### config.mk
export PLATFORM = sky130hd
export DESIGN_NAME = fir_top
export DESIGN_NICKNAME = d
export VERILOG_FILES = /design/src/hdl/fir_pkg.sv /design/src/hdl/fir_ctrl.sv /design/src/hdl/tap_store.sv /design/src/hdl/sample_line.sv /design/src/hdl/fir_mac.sv /design/src/hdl/fir_top.sv
export SDC_FILE = /design/constraint.sdc
export NUM_CORES = 2
export LEC_CHECK = 0
export BUFFER_PORTS_ARGS = -buffer_cell sky130_fd_sc_hd__buf_4
export CAP_MARGIN = 5
export CORE_UTILIZATION = 60
export CTS_CLUSTER_DIAMETER = 100
export DETAILED_ROUTE_END_ITERATION = 6
export GPL_ROUTABILITY_DRIVEN = 0
export PLACE_DENSITY = 0.77
export SLEW_MARGIN = 25
export SYNTH_ARGS = -nofsm -noshare
export SYNTH_HDL_FRONTEND = slang
export SYNTH_SLANG_ARGS = --single-unit
### constraint.sdc
create_clock -name clk -period 6.91 [get_ports clk]
set_input_delay 1.382 -clock clk [delete_from_list [all_inputs] [get_ports clk]]
set_output_delay 1.382 -clock clk [all_outputs]
set_load 0.05 [all_outputs]
### src/hdl/fir_pkg.sv
// Shared widths, limits and packed types for the streaming FIR core
// Every core module imports this package
`default_nettype none

package fir_pkg;

  //////////////////////////////////////////////////
  // Widths and limits
  //////////////////////////////////////////////////

  // Sample and coefficient width
  localparam int DATA_W = 16;
  // Tap index width, which sets the size of both stores
  localparam int TAP_ADDR_W = 5;
  localparam int MAX_TAPS = 32;
  // Width of the per-run sample count
  localparam int DATA_NUM_W = 10;
  // A full product plus TAP_ADDR_W guard bits covers MAX_TAPS products
  localparam int ACC_W = 2 * DATA_W + TAP_ADDR_W;

  //////////////////////////////////////////////////
  // Scalar types
  //////////////////////////////////////////////////

  typedef logic signed [DATA_W-1:0] sample_t;
  typedef logic signed [DATA_W-1:0] coef_t;
  typedef logic [TAP_ADDR_W-1:0] tap_addr_t;
  // One extra bit so that MAX_TAPS itself fits
  typedef logic [TAP_ADDR_W:0] tap_cnt_t;
  typedef logic [DATA_NUM_W-1:0] data_cnt_t;
  typedef logic signed [ACC_W-1:0] acc_t;

  //////////////////////////////////////////////////
  // Bundles
  //////////////////////////////////////////////////

  // Run configuration, held stable from start until done
  typedef struct packed {
    tap_cnt_t  tap_num;
    data_cnt_t data_num;
  } fir_cfg_t;

  // Coefficient write strobe
  typedef struct packed {
    logic      en;
    tap_addr_t addr;
    coef_t     data;
  } tap_wr_t;

  // One multiply-accumulate command, last marks the round end and final_rnd the run end
  typedef struct packed {
    logic valid;
    logic last;
    logic final_rnd;
  } mac_cmd_t;

endpackage

`default_nettype wire

### src/hdl/fir_ctrl.sv
// Run controller of the FIR core: clears the delay line, takes samples and walks the taps
// Drives the stores and the MAC command stream, and reports done
`default_nettype none

module fir_ctrl (
  input  wire logic               clk,
  input  wire logic               rst_n,
  input  wire logic               ap_start,
  input  fir_pkg::fir_cfg_t       cfg,
  input  wire logic               ss_tvalid,
  output logic                    ss_tready,
  input  wire logic               stall,
  input  wire logic               out_fire,
  output logic                    ap_done,
  output fir_pkg::tap_addr_t      tap_idx,
  output logic                    shift_en,
  output logic                    clr_en,
  output fir_pkg::tap_addr_t      clr_addr,
  output fir_pkg::mac_cmd_t       mac_cmd,
  output logic                    busy
);
  import fir_pkg::*;

  typedef enum logic [1:0] {ST_IDLE, ST_CLEAR, ST_COMPUTE} state_e;

  state_e    state;
  tap_addr_t clr_cnt;
  tap_addr_t tap_cnt;
  data_cnt_t round_cnt;
  tap_cnt_t  tap_last;
  logic      walking;
  logic      clr_done;
  logic      tap_done;
  logic      take;
  logic      issue;

  //////////////////////////////////////////////////
  // Phase decodes
  //////////////////////////////////////////////////

  assign tap_last = cfg.tap_num - 1'b1;
  assign clr_done = {1'b0, clr_cnt} == tap_last;
  assign tap_done = {1'b0, tap_cnt} == tap_last;

  // A new sample is wanted between rounds until data_num samples have been taken
  assign ss_tready = (state == ST_COMPUTE) && !walking && (round_cnt != cfg.data_num);
  assign take = ss_tvalid && ss_tready;
  // Back-pressure holds the walk so no command is lost in the frozen MAC
  assign issue = walking && !stall;

  // round_cnt already counts the sample of the round being walked
  assign mac_cmd.valid = issue;
  assign mac_cmd.last = issue && tap_done;
  assign mac_cmd.final_rnd = issue && tap_done && (round_cnt == cfg.data_num);

  assign ap_done = (state == ST_COMPUTE) && out_fire;
  assign busy = state != ST_IDLE;
  assign clr_en = state == ST_CLEAR;
  assign clr_addr = clr_cnt;
  assign shift_en = take;
  assign tap_idx = tap_cnt;

  //////////////////////////////////////////////////
  // State machine and counters
  //////////////////////////////////////////////////

  always_ff @(posedge clk or negedge rst_n) begin
    if (!rst_n) begin
      state <= ST_IDLE;
      clr_cnt <= '0;
      tap_cnt <= '0;
      round_cnt <= '0;
      walking <= 1'b0;
    end else begin
      case (state)
        ST_IDLE: begin
          clr_cnt <= '0;
          if (ap_start) begin
            state <= ST_CLEAR;
          end
        end
        ST_CLEAR: begin
          // One line entry per cycle, tap_num cycles in all
          clr_cnt <= clr_cnt + 1'b1;
          if (clr_done) begin
            state <= ST_COMPUTE;
            round_cnt <= '0;
            tap_cnt <= '0;
            walking <= 1'b0;
          end
        end
        ST_COMPUTE: begin
          if (take) begin
            walking <= 1'b1;
            round_cnt <= round_cnt + 1'b1;
          end else if (issue) begin
            // Wrap to tap 0 on the round's last command
            tap_cnt <= tap_done ? '0 : tap_cnt + 1'b1;
            if (tap_done) begin
              walking <= 1'b0;
            end
          end
          // Leave once the final result has been handed off
          if (ap_done) begin
            state <= ST_IDLE;
          end
        end
        default: state <= ST_IDLE;
      endcase
    end
  end

endmodule

`default_nettype wire

### src/hdl/tap_store.sv
// Coefficient register file of the FIR core
// Loaded through the write strobe while idle and read by the current tap index
`default_nettype none

module tap_store (
  input  wire logic          clk,
  input  wire logic          rst_n,
  input  fir_pkg::tap_wr_t   tap_wr,
  input  wire logic          busy,
  input  fir_pkg::tap_addr_t tap_idx,
  output fir_pkg::coef_t     coef
);
  import fir_pkg::*;

  coef_t taps [MAX_TAPS];

  // Writes are blocked during a run so the taps cannot change under a round
  always_ff @(posedge clk or negedge rst_n) begin
    if (!rst_n) begin
      for (int i = 0; i < MAX_TAPS; i++) begin
        taps[i] <= '0;
      end
    end else if (tap_wr.en && !busy) begin
      taps[tap_wr.addr] <= tap_wr.data;
    end
  end

  // Combinational read so the coefficient lines up with its sample
  assign coef = taps[tap_idx];

endmodule

`default_nettype wire

### src/hdl/sample_line.sv
// Delay line holding the most recent input samples, entry 0 newest
// Shifted on each accepted sample, cleared entry by entry before a run
`default_nettype none

module sample_line (
  input  wire logic          clk,
  input  wire logic          rst_n,
  input  wire logic          shift_en,
  input  fir_pkg::sample_t   ss_tdata,
  input  wire logic          clr_en,
  input  fir_pkg::tap_addr_t clr_addr,
  input  fir_pkg::tap_addr_t tap_idx,
  output fir_pkg::sample_t   sample
);
  import fir_pkg::*;

  sample_t line [MAX_TAPS];

  //////////////////////////////////////////////////
  // Shift and clear
  //////////////////////////////////////////////////

  // Clear and shift belong to different phases and never meet
  always_ff @(posedge clk or negedge rst_n) begin
    if (!rst_n) begin
      for (int i = 0; i < MAX_TAPS; i++) begin
        line[i] <= '0;
      end
    end else if (clr_en) begin
      line[clr_addr] <= '0;
    end else if (shift_en) begin
      // Oldest sample falls off the far end
      line[0] <= ss_tdata;
      for (int i = 1; i < MAX_TAPS; i++) begin
        line[i] <= line[i-1];
      end
    end
  end

  //////////////////////////////////////////////////
  // Read
  //////////////////////////////////////////////////

  // Index k gives the sample taken k inputs before the newest one
  assign sample = line[tap_idx];

endmodule

`default_nettype wire

### src/hdl/fir_mac.sv
// Pipelined signed multiply-accumulate and output register of the FIR core
// Takes one command per cycle and presents one sum per round on the output stream
`default_nettype none

module fir_mac (
  input  wire logic        clk,
  input  wire logic        rst_n,
  input  wire logic        stall,
  input  fir_pkg::mac_cmd_t mac_cmd,
  input  fir_pkg::coef_t   coef,
  input  fir_pkg::sample_t sample,
  input  wire logic        sm_tready,
  output logic             sm_tvalid,
  output fir_pkg::acc_t    sm_tdata,
  output logic             sm_tlast,
  output logic             out_fire
);
  import fir_pkg::*;

  mac_cmd_t                  cmd_q;
  mac_cmd_t                  prod_cmd_q;
  coef_t                     coef_q;
  sample_t                   sample_q;
  logic signed [2*DATA_W-1:0] prod_q;
  acc_t                      prod_ext;
  acc_t                      acc_q;
  logic                      restart_q;
  logic                      acc_last_q;
  logic                      acc_final_q;

  //////////////////////////////////////////////////
  // Control pipeline
  //////////////////////////////////////////////////

  // Every stage holds while the output waits on back-pressure
  always_ff @(posedge clk or negedge rst_n) begin
    if (!rst_n) begin
      cmd_q <= '0;
      prod_cmd_q <= '0;
      restart_q <= 1'b1;
      acc_last_q <= 1'b0;
      acc_final_q <= 1'b0;
    end else if (!stall) begin
      cmd_q <= mac_cmd;
      prod_cmd_q <= cmd_q;
      // After a round's last product the next product opens a new sum
      if (prod_cmd_q.valid) begin
        restart_q <= prod_cmd_q.last;
      end
      acc_last_q <= prod_cmd_q.valid && prod_cmd_q.last;
      acc_final_q <= prod_cmd_q.final_rnd;
    end
  end

  //////////////////////////////////////////////////
  // Data pipeline
  //////////////////////////////////////////////////

  // Sign extension of the full product to accumulator width
  assign prod_ext = prod_q;

  always_ff @(posedge clk) begin
    if (!stall) begin
      coef_q <= coef;
      sample_q <= sample;
      prod_q <= coef_q * sample_q;
      if (prod_cmd_q.valid) begin
        acc_q <= restart_q ? prod_ext : acc_q + prod_ext;
      end
      // The sum is complete one edge after the last product landed
      if (acc_last_q) begin
        sm_tdata <= acc_q;
      end
    end
  end

  //////////////////////////////////////////////////
  // Output stream
  //////////////////////////////////////////////////

  // Without stall the held result is either absent or being taken this cycle
  always_ff @(posedge clk or negedge rst_n) begin
    if (!rst_n) begin
      sm_tvalid <= 1'b0;
      sm_tlast <= 1'b0;
    end else if (!stall) begin
      sm_tvalid <= acc_last_q;
      if (acc_last_q) begin
        sm_tlast <= acc_final_q;
      end
    end
  end

  // Handshake of the run's final sum
  assign out_fire = sm_tvalid && sm_tready && sm_tlast;

endmodule

`default_nettype wire

### src/hdl/fir_top.sv
// Top level of the streaming FIR core
// Connects the controller, the tap store, the sample line and the MAC to the ports
`default_nettype none

module fir_top (
  input  wire logic         clk,
  input  wire logic         rst_n,
  input  wire logic         ap_start,
  output logic              ap_done,
  input  fir_pkg::fir_cfg_t cfg,
  input  fir_pkg::tap_wr_t  tap_wr,
  input  wire logic         ss_tvalid,
  input  fir_pkg::sample_t  ss_tdata,
  output logic              ss_tready,
  output logic              sm_tvalid,
  output fir_pkg::acc_t     sm_tdata,
  output logic              sm_tlast,
  input  wire logic         sm_tready
);
  import fir_pkg::*;

  tap_addr_t tap_idx;
  tap_addr_t clr_addr;
  mac_cmd_t  mac_cmd;
  coef_t     coef;
  sample_t   sample;
  logic      shift_en;
  logic      clr_en;
  logic      busy;
  logic      stall;
  logic      out_fire;

  // A result held against a low ready freezes the whole datapath
  assign stall = sm_tvalid && !sm_tready;

  //////////////////////////////////////////////////
  // Control
  //////////////////////////////////////////////////

  fir_ctrl u_ctrl (
    .clk       (clk),
    .rst_n     (rst_n),
    .ap_start  (ap_start),
    .cfg       (cfg),
    .ss_tvalid (ss_tvalid),
    .ss_tready (ss_tready),
    .stall     (stall),
    .out_fire  (out_fire),
    .ap_done   (ap_done),
    .tap_idx   (tap_idx),
    .shift_en  (shift_en),
    .clr_en    (clr_en),
    .clr_addr  (clr_addr),
    .mac_cmd   (mac_cmd),
    .busy      (busy)
  );

  //////////////////////////////////////////////////
  // Storage and arithmetic
  //////////////////////////////////////////////////

  tap_store u_taps (
    .clk     (clk),
    .rst_n   (rst_n),
    .tap_wr  (tap_wr),
    .busy    (busy),
    .tap_idx (tap_idx),
    .coef    (coef)
  );

  sample_line u_line (
    .clk      (clk),
    .rst_n    (rst_n),
    .shift_en (shift_en),
    .ss_tdata (ss_tdata),
    .clr_en   (clr_en),
    .clr_addr (clr_addr),
    .tap_idx  (tap_idx),
    .sample   (sample)
  );

  fir_mac u_mac (
    .clk       (clk),
    .rst_n     (rst_n),
    .stall     (stall),
    .mac_cmd   (mac_cmd),
    .coef      (coef),
    .sample    (sample),
    .sm_tready (sm_tready),
    .sm_tvalid (sm_tvalid),
    .sm_tdata  (sm_tdata),
    .sm_tlast  (sm_tlast),
    .out_fire  (out_fire)
  );

endmodule

`default_nettype wire

# Word-level counts from Yosys, hierarchy flattened
# Cells that the tools add are included.
totals:
  ff_bits: 1196
  input_bits: 59
  wordCells: 177
classes:
  n_addsub: 5
  n_mul: 1
  magnitude_cmp: 5
  eq_ne: 14
  mux: 32
  bitwise_logic: 6
  n_reduce_logical: 29
op_table:
  columns: ["cell", "n"]
  rows:
  - ["512-bit two-way mux", 2]
  - ["512-bit AND", 1]
  - ["512-bit bitwise mux", 1]
  - ["512-bit NOT", 1]
  - ["16-bit binary-select mux with 5-bit select", 2]
  - ["16-bit demux with 5-bit select", 2]
  - ["16-bit two-way mux", 6]
  - ["37-bit by 32-bit adder with 37-bit output", 1]
  - ["37-bit two-way mux", 1]
  - ["16-bit by 16-bit multiplier with 32-bit output", 1]
  - ["10-bit two-way mux", 2]
  - ["5-bit two-way mux", 4]
  - ["10-bit one-hot mux with 2 select lines", 1]
  - ["5-bit one-hot mux with 2 select lines", 2]
  - ["6-bit greater-or-equal comparator (second input constant)", 3]
  - ["5-bit NOT with 6-bit output", 3]
  - ["1-bit logical AND", 14]
  - ["5-bit by 6-bit == test with 1-bit output", 2]
  - ["6-bit by 1-bit less-than comparator with 1-bit output (second input constant)", 2]
  - ["10-bit by 1-bit adder with 10-bit output (second input constant)", 1]
  - ["5-bit by 1-bit adder with 5-bit output (second input constant)", 2]
  - ["10-bit == test", 1]
  - ["10-bit != test", 1]
  - ["2-bit != test (second input constant)", 4]
  - ["16 further kinds", 32]

# Depth between registers and ports, before layout
depth:
  depth_word: 8
  mapped_depth: 24
  mapped_depth_nobuf: 22

# By module
# Synthesis repeated with hierarchy kept, for this count alone.
hier_totals:
  cells_unflattened: 5228
  hier_area_um2: 64593.2
modules_own_cells:
  columns: ["mod", "n_inst", "cells_each", "area_each_um2", "seq_area_each_um2"]
  rows:
  - ["tap_store", 1, 1732, 23963.0, 12812.3]
  - ["sample_line", 1, 1734, 22387.7, 12812.3]
  - ["fir_mac", 1, 1582, 16558.4, 4420.5]
  - ["fir_ctrl", 1, 179, 1670.4, 575.6]
  - ["fir_top", 1, 1, 13.8, 0.0]

# Worst setup path after synthesis
# No wires, ideal clock.
synth_timing:
  path_type: "reg-to-reg"
  from: "register u_mac.coef_q[15]"
  to: "register u_mac.prod_q[30], data pin"
  setup_time_ns: 0.258
  t_arrival_ns: 5.933
  setup_slack_ns: 0.719
  stages_incl_launch_ff: 22
  path_buffers: 1
  period_less_slack_ns: 6.191
  path_cell_list: "edfxtp_1 clkbuf_1 nand2_1 inv_1 fa_1 fa_1 fa_1 fa_1 fa_1 inv_1 fa_1 inv_1 ha_1 and3_1 a31oi_1 o21ai_0 a221o_1 a221o_1 nand2b_1 nand4bb_1 a21oi_1 xnor2_1"
synth_between:
  elab_chain_cells: 1
synth_rtl:
  columns: ["item", "line", "rtl"]
  rows:
  - ["start: declaration", "fir_mac.sv:22", "coef_t coef_q;"]
  - ["start signal: assignment", "fir_mac.sv:64", "coef_q <= coef;"]
  - ["16-bit by 16-bit multiplier with 32-bit output", "fir_mac.sv:66", "prod_q <= coef_q * sample_q;"]
  - ["end signal: assignment", "fir_mac.sv:66", null]
  - ["end: declaration", "fir_mac.sv:24", "logic signed [2*DATA_W-1:0] prod_q;"]
# Every way passes these cells.
# A chain may end at the register's enable or synchronous reset.

# Worst setup path in the final report
layout_timing:
  from: "register u_mac.coef_q[9]"
  to: "register u_mac.prod_q[30], data pin"
# The elaborated chain is that of the path after synthesis.

==> flow_metrics.py <==
metrics = {
    "synthesis": {
        "yosys_most_used_dff": "dfrtp_1",
        "seq_area_frac_synth": 0.485,
        "postSynthAreaPerCell_um2": 13.9,
        "yosysWarnings": 0,
        "synth-xor-area-share": 0.0136,
        "post_synth_inst_count": 4529,
        "syn_area_um2": 63100,
        "synth_mux_area_frac": 0.213,
        "synth_cell_type_count": 71,
        "syn-num-nets": 4979,
        "synth_top_family_by_area": "multiplexers",
        "synth-seq-cells": 1196,
        "synthArstFlopShare": 0.885,
        "synth_enable_flop_cells": 138,
        "synthSimpleGateAreaFrac": 0.0447,
        "synthAdderAreaFrac": 0.109,
        "synth_compound_area_frac": 0.0960,
    },
    "global_routing": {
        "grt_max_degree": 183,
        "grt_pass1_vias": 39900,
        "antenna_found_initial": 4,
        "grt_usage": 0.280,
        "grt-ovfl-total": 0,
        "grt_pass1_wl_um": 234000,
    },
    "finish": {
        "layout_commonest_cell": "dfrtp_1",
        "syn_to_final_growth_pct": 10.2,
        "layout_common_cells": "dfrtp_1 (1052), mux2_2 (549), a22o_1 (512)",
        "fill_cells": 7230,
        "drive_above_1_share": 0.282,
        "fin_nets": 4986,
        "final_cells": 6019,
    },
    "route": {
        "routed_via_density": 6.44,
        "post_drt_wl_per_cell_um": 24.0,
        "wirelength_um": 145000,
        "first_pass_iters": 7,
        "drc": 0,
        "drt_iter0_drc": 3538,
        "ant_nets": 0,
        "vias": 38800,
    },
    "floorplanning": {
        "initial_core_util": 0.607,
        "die_w_um": 326,
        "row_count": 118,
        "die_height_um": 326,
        "dieArea_um2": 106000,
        "core_um2": 104000,
        "io_pins": 100,
    },
    "clock_network": {
        "cts.htree.levels": 3,
        "cts_buffer_depth": 3,
        "numCtsBuffers": 118,
        "clkLatencyLatePin_ps": 760,
        "cts_sinks": 1196,
        "cts_tree": "yes",
        "cts-root-buf": "clkbuf_16",
        "ctsHoldBuffers": 0,
        "cts.clk_slew.worst_paths_ps": 60,
    },
    "sta": {
        "fmax_mhz": 154,
        "clock_skew_ps": 70.2,
        "hold_violations": 0,
        "timing.final.crit_share": 0.940,
        "finalSetupViolCount": 0,
        "tns_ps": 0,
        "worst_pin_slew_ps": 1120,
        "period_needed_ps": 6490,
        "max-slew-margin-rel": 0.253,
        "rsz0062_at_grt": "no",
        "slew_viol_final": 0,
    },
    "pwr": {
        "ir_drop_v": 0.000300,
        "clkPwrFrac": 0.267,
        "seq_power_share": 0.401,
        "power.internal_uw": 16400,
        "pwr-share-comb": 0.332,
        "leakage_uw": 0.0320,
        "p_total_uw": 24700,
        "powerDensity_nw_per_um2": 355,
        "power.switching_uw": 8270,
        "power.share.switching": 0.335,
    },
    "run": {
        "drv_cap": 0,
    },
    "worst_setup_path": {
        "cp_max_fo": 15,
        "arrival_ps": 6980,
        "critPathKind": "reg -> reg",
        "endpoint_kind": "flip-flop",
        "crit_path_start_kind": "flip-flop",
        "worstPathRequired_ps": 7390,
    },
    "worst_hold_path": {
        "hp-class": "reg -> reg",
    },
    "place": {
        "place_inst": 5779,
        "hpwl_um": 93100,
        "portBuffers": 99,
    },
    "status": {
        "outcome": "complete, no violations",
    },
}
worst paths after layout:
check,end,startpoint,slack (ps),depth (start not counted)
min reg2reg,u_mac.sm_tdata[5]$_DFFE_PP_,u_mac.acc_q[5]$_DFFE_PP_,450,0
min in group asynchronous,u_line.line[54]$_DFFE_PN0P_,rst_n,530,1
max in group asynchronous,u_taps.taps[51]$_DFFE_PN0P_,rst_n,4680,4
max,u_mac.prod_q[30]$_DFFE_PN_,u_mac.coef_q[9]$_DFFE_PN_,420,21
min,u_mac.sm_tdata[5]$_DFFE_PP_,u_mac.acc_q[5]$_DFFE_PP_,450,0
max reg2reg,u_mac.prod_q[30]$_DFFE_PN_,u_mac.coef_q[9]$_DFFE_PN_,420,21
metrics by stage:
stage | area, um2 | setup WS [ps] | util | hold slack (ps)
floorplan | 63100 | 719 | - | 430
global placement | 65300 | 400 | 0.628 | 448
detailed placement | 65300 | 212 | 0.629 | 447
CTS | 69300 | 233 | 0.667 | 457
global route | 69500 | 24.1 | 0.669 | 466
finish | 69500 | 416 | 0.669 | 453
registers in the layout (all words and copies together), names as in the netlist, 5 cells and up:
register / count
u_line.line: 512
u_taps.taps: 512
u_mac.acc_q: 37
u_mac.sm_tdata: 37
u_mac.prod_q: 32
u_mac.coef_q: 16
u_mac.sample_q: 16
u_ctrl.round_cnt: 10
u_ctrl.clr_addr: 5
u_ctrl.tap_idx: 5
power by group through the flow:
stage               registers (uW)  clock network (uW)  logic [uW]
floorplan                     9430                   0        6270
global placement              9870                   0        7890
detailed placement            9970                   0        8120
CTS                           9860                6680        8170
global route                 10100                6940        9030
finish                        9890                6590        8200
Yosys cell counts (all sizes together), types with 73 or more instances:
master | count | area [um2]
ha | 128 | 1600
mux4 | 320 | 7210
nand2 | 217 | 822
a22o | 512 | 4480
inv | 327 | 1230
a21oi | 80 | 400
mux2 | 549 | 6180
xnor2 | 73 | 639
and2 | 145 | 907
fa | 263 | 5270
nor2 | 84 | 315
dfrtp | 1057 | 26500
clkbuf | 247 | 927
edfxtp | 138 | 4140
critical path, cell delays in order (launching register included):
cell       delay (ps)
edfxtp_1          670
buf_4             200
nand2_1            60
fa_1              520
inv_1              50
fa_1              480
fa_1              610
fa_1              440
fa_1              490
inv_1              50
fa_1              470
inv_1              40
ha_1              340
and3_1            240
a31oi_1           170
o21ai_0           130
a221o_1           420
a221o_1           390
nand2b_1           90
nand4bb_1         110
a21oi_1           180
xnor2_1            80
timing repair:
| action | CTS | global route |
|---|---|---|
| setup endpoints to repair | 0 | 3 |
| gates resized for setup | 0 | 1 |
| buffers inserted | 0 | 14 |
metal layers:
layer	global-route usage	up-vias	part of all wire
met5	0	-	0.00012
met4	0.0745	4	0.022
met3	0.0505	241	0.068
met1	0.409	20600	0.43
li1	-	16500	-
met2	0.438	1402	0.48
layout make-up:
class | instances | area, um2 | area share
flip-flops and latches | 1196 | 30600 | 0.441
multi-input cells | 2691 | 30200 | 0.434
clock buffers | 177 | 3410 | 0.0490
repair buffers | 201 | 1740 | 0.0251
well taps | 1380 | 1730 | 0.0248
inverters | 328 | 1230 | 0.0177
clock inverters | 45 | 617 | 0.00887
diodes | 1 | 2.50 | 0.0000360
cell families after synthesis:
kind of cell             after synthesis
AND/OR/NAND/NOR                      568
buffers and inverters                642
flip-flops                          1196
adder cells (fa/ha/maj)              391
multiplexers                         873
AO/OA/AOI/OAI                        761
XOR/XNOR                              98
Note: power is estimated with default switching activity, not from simulation.
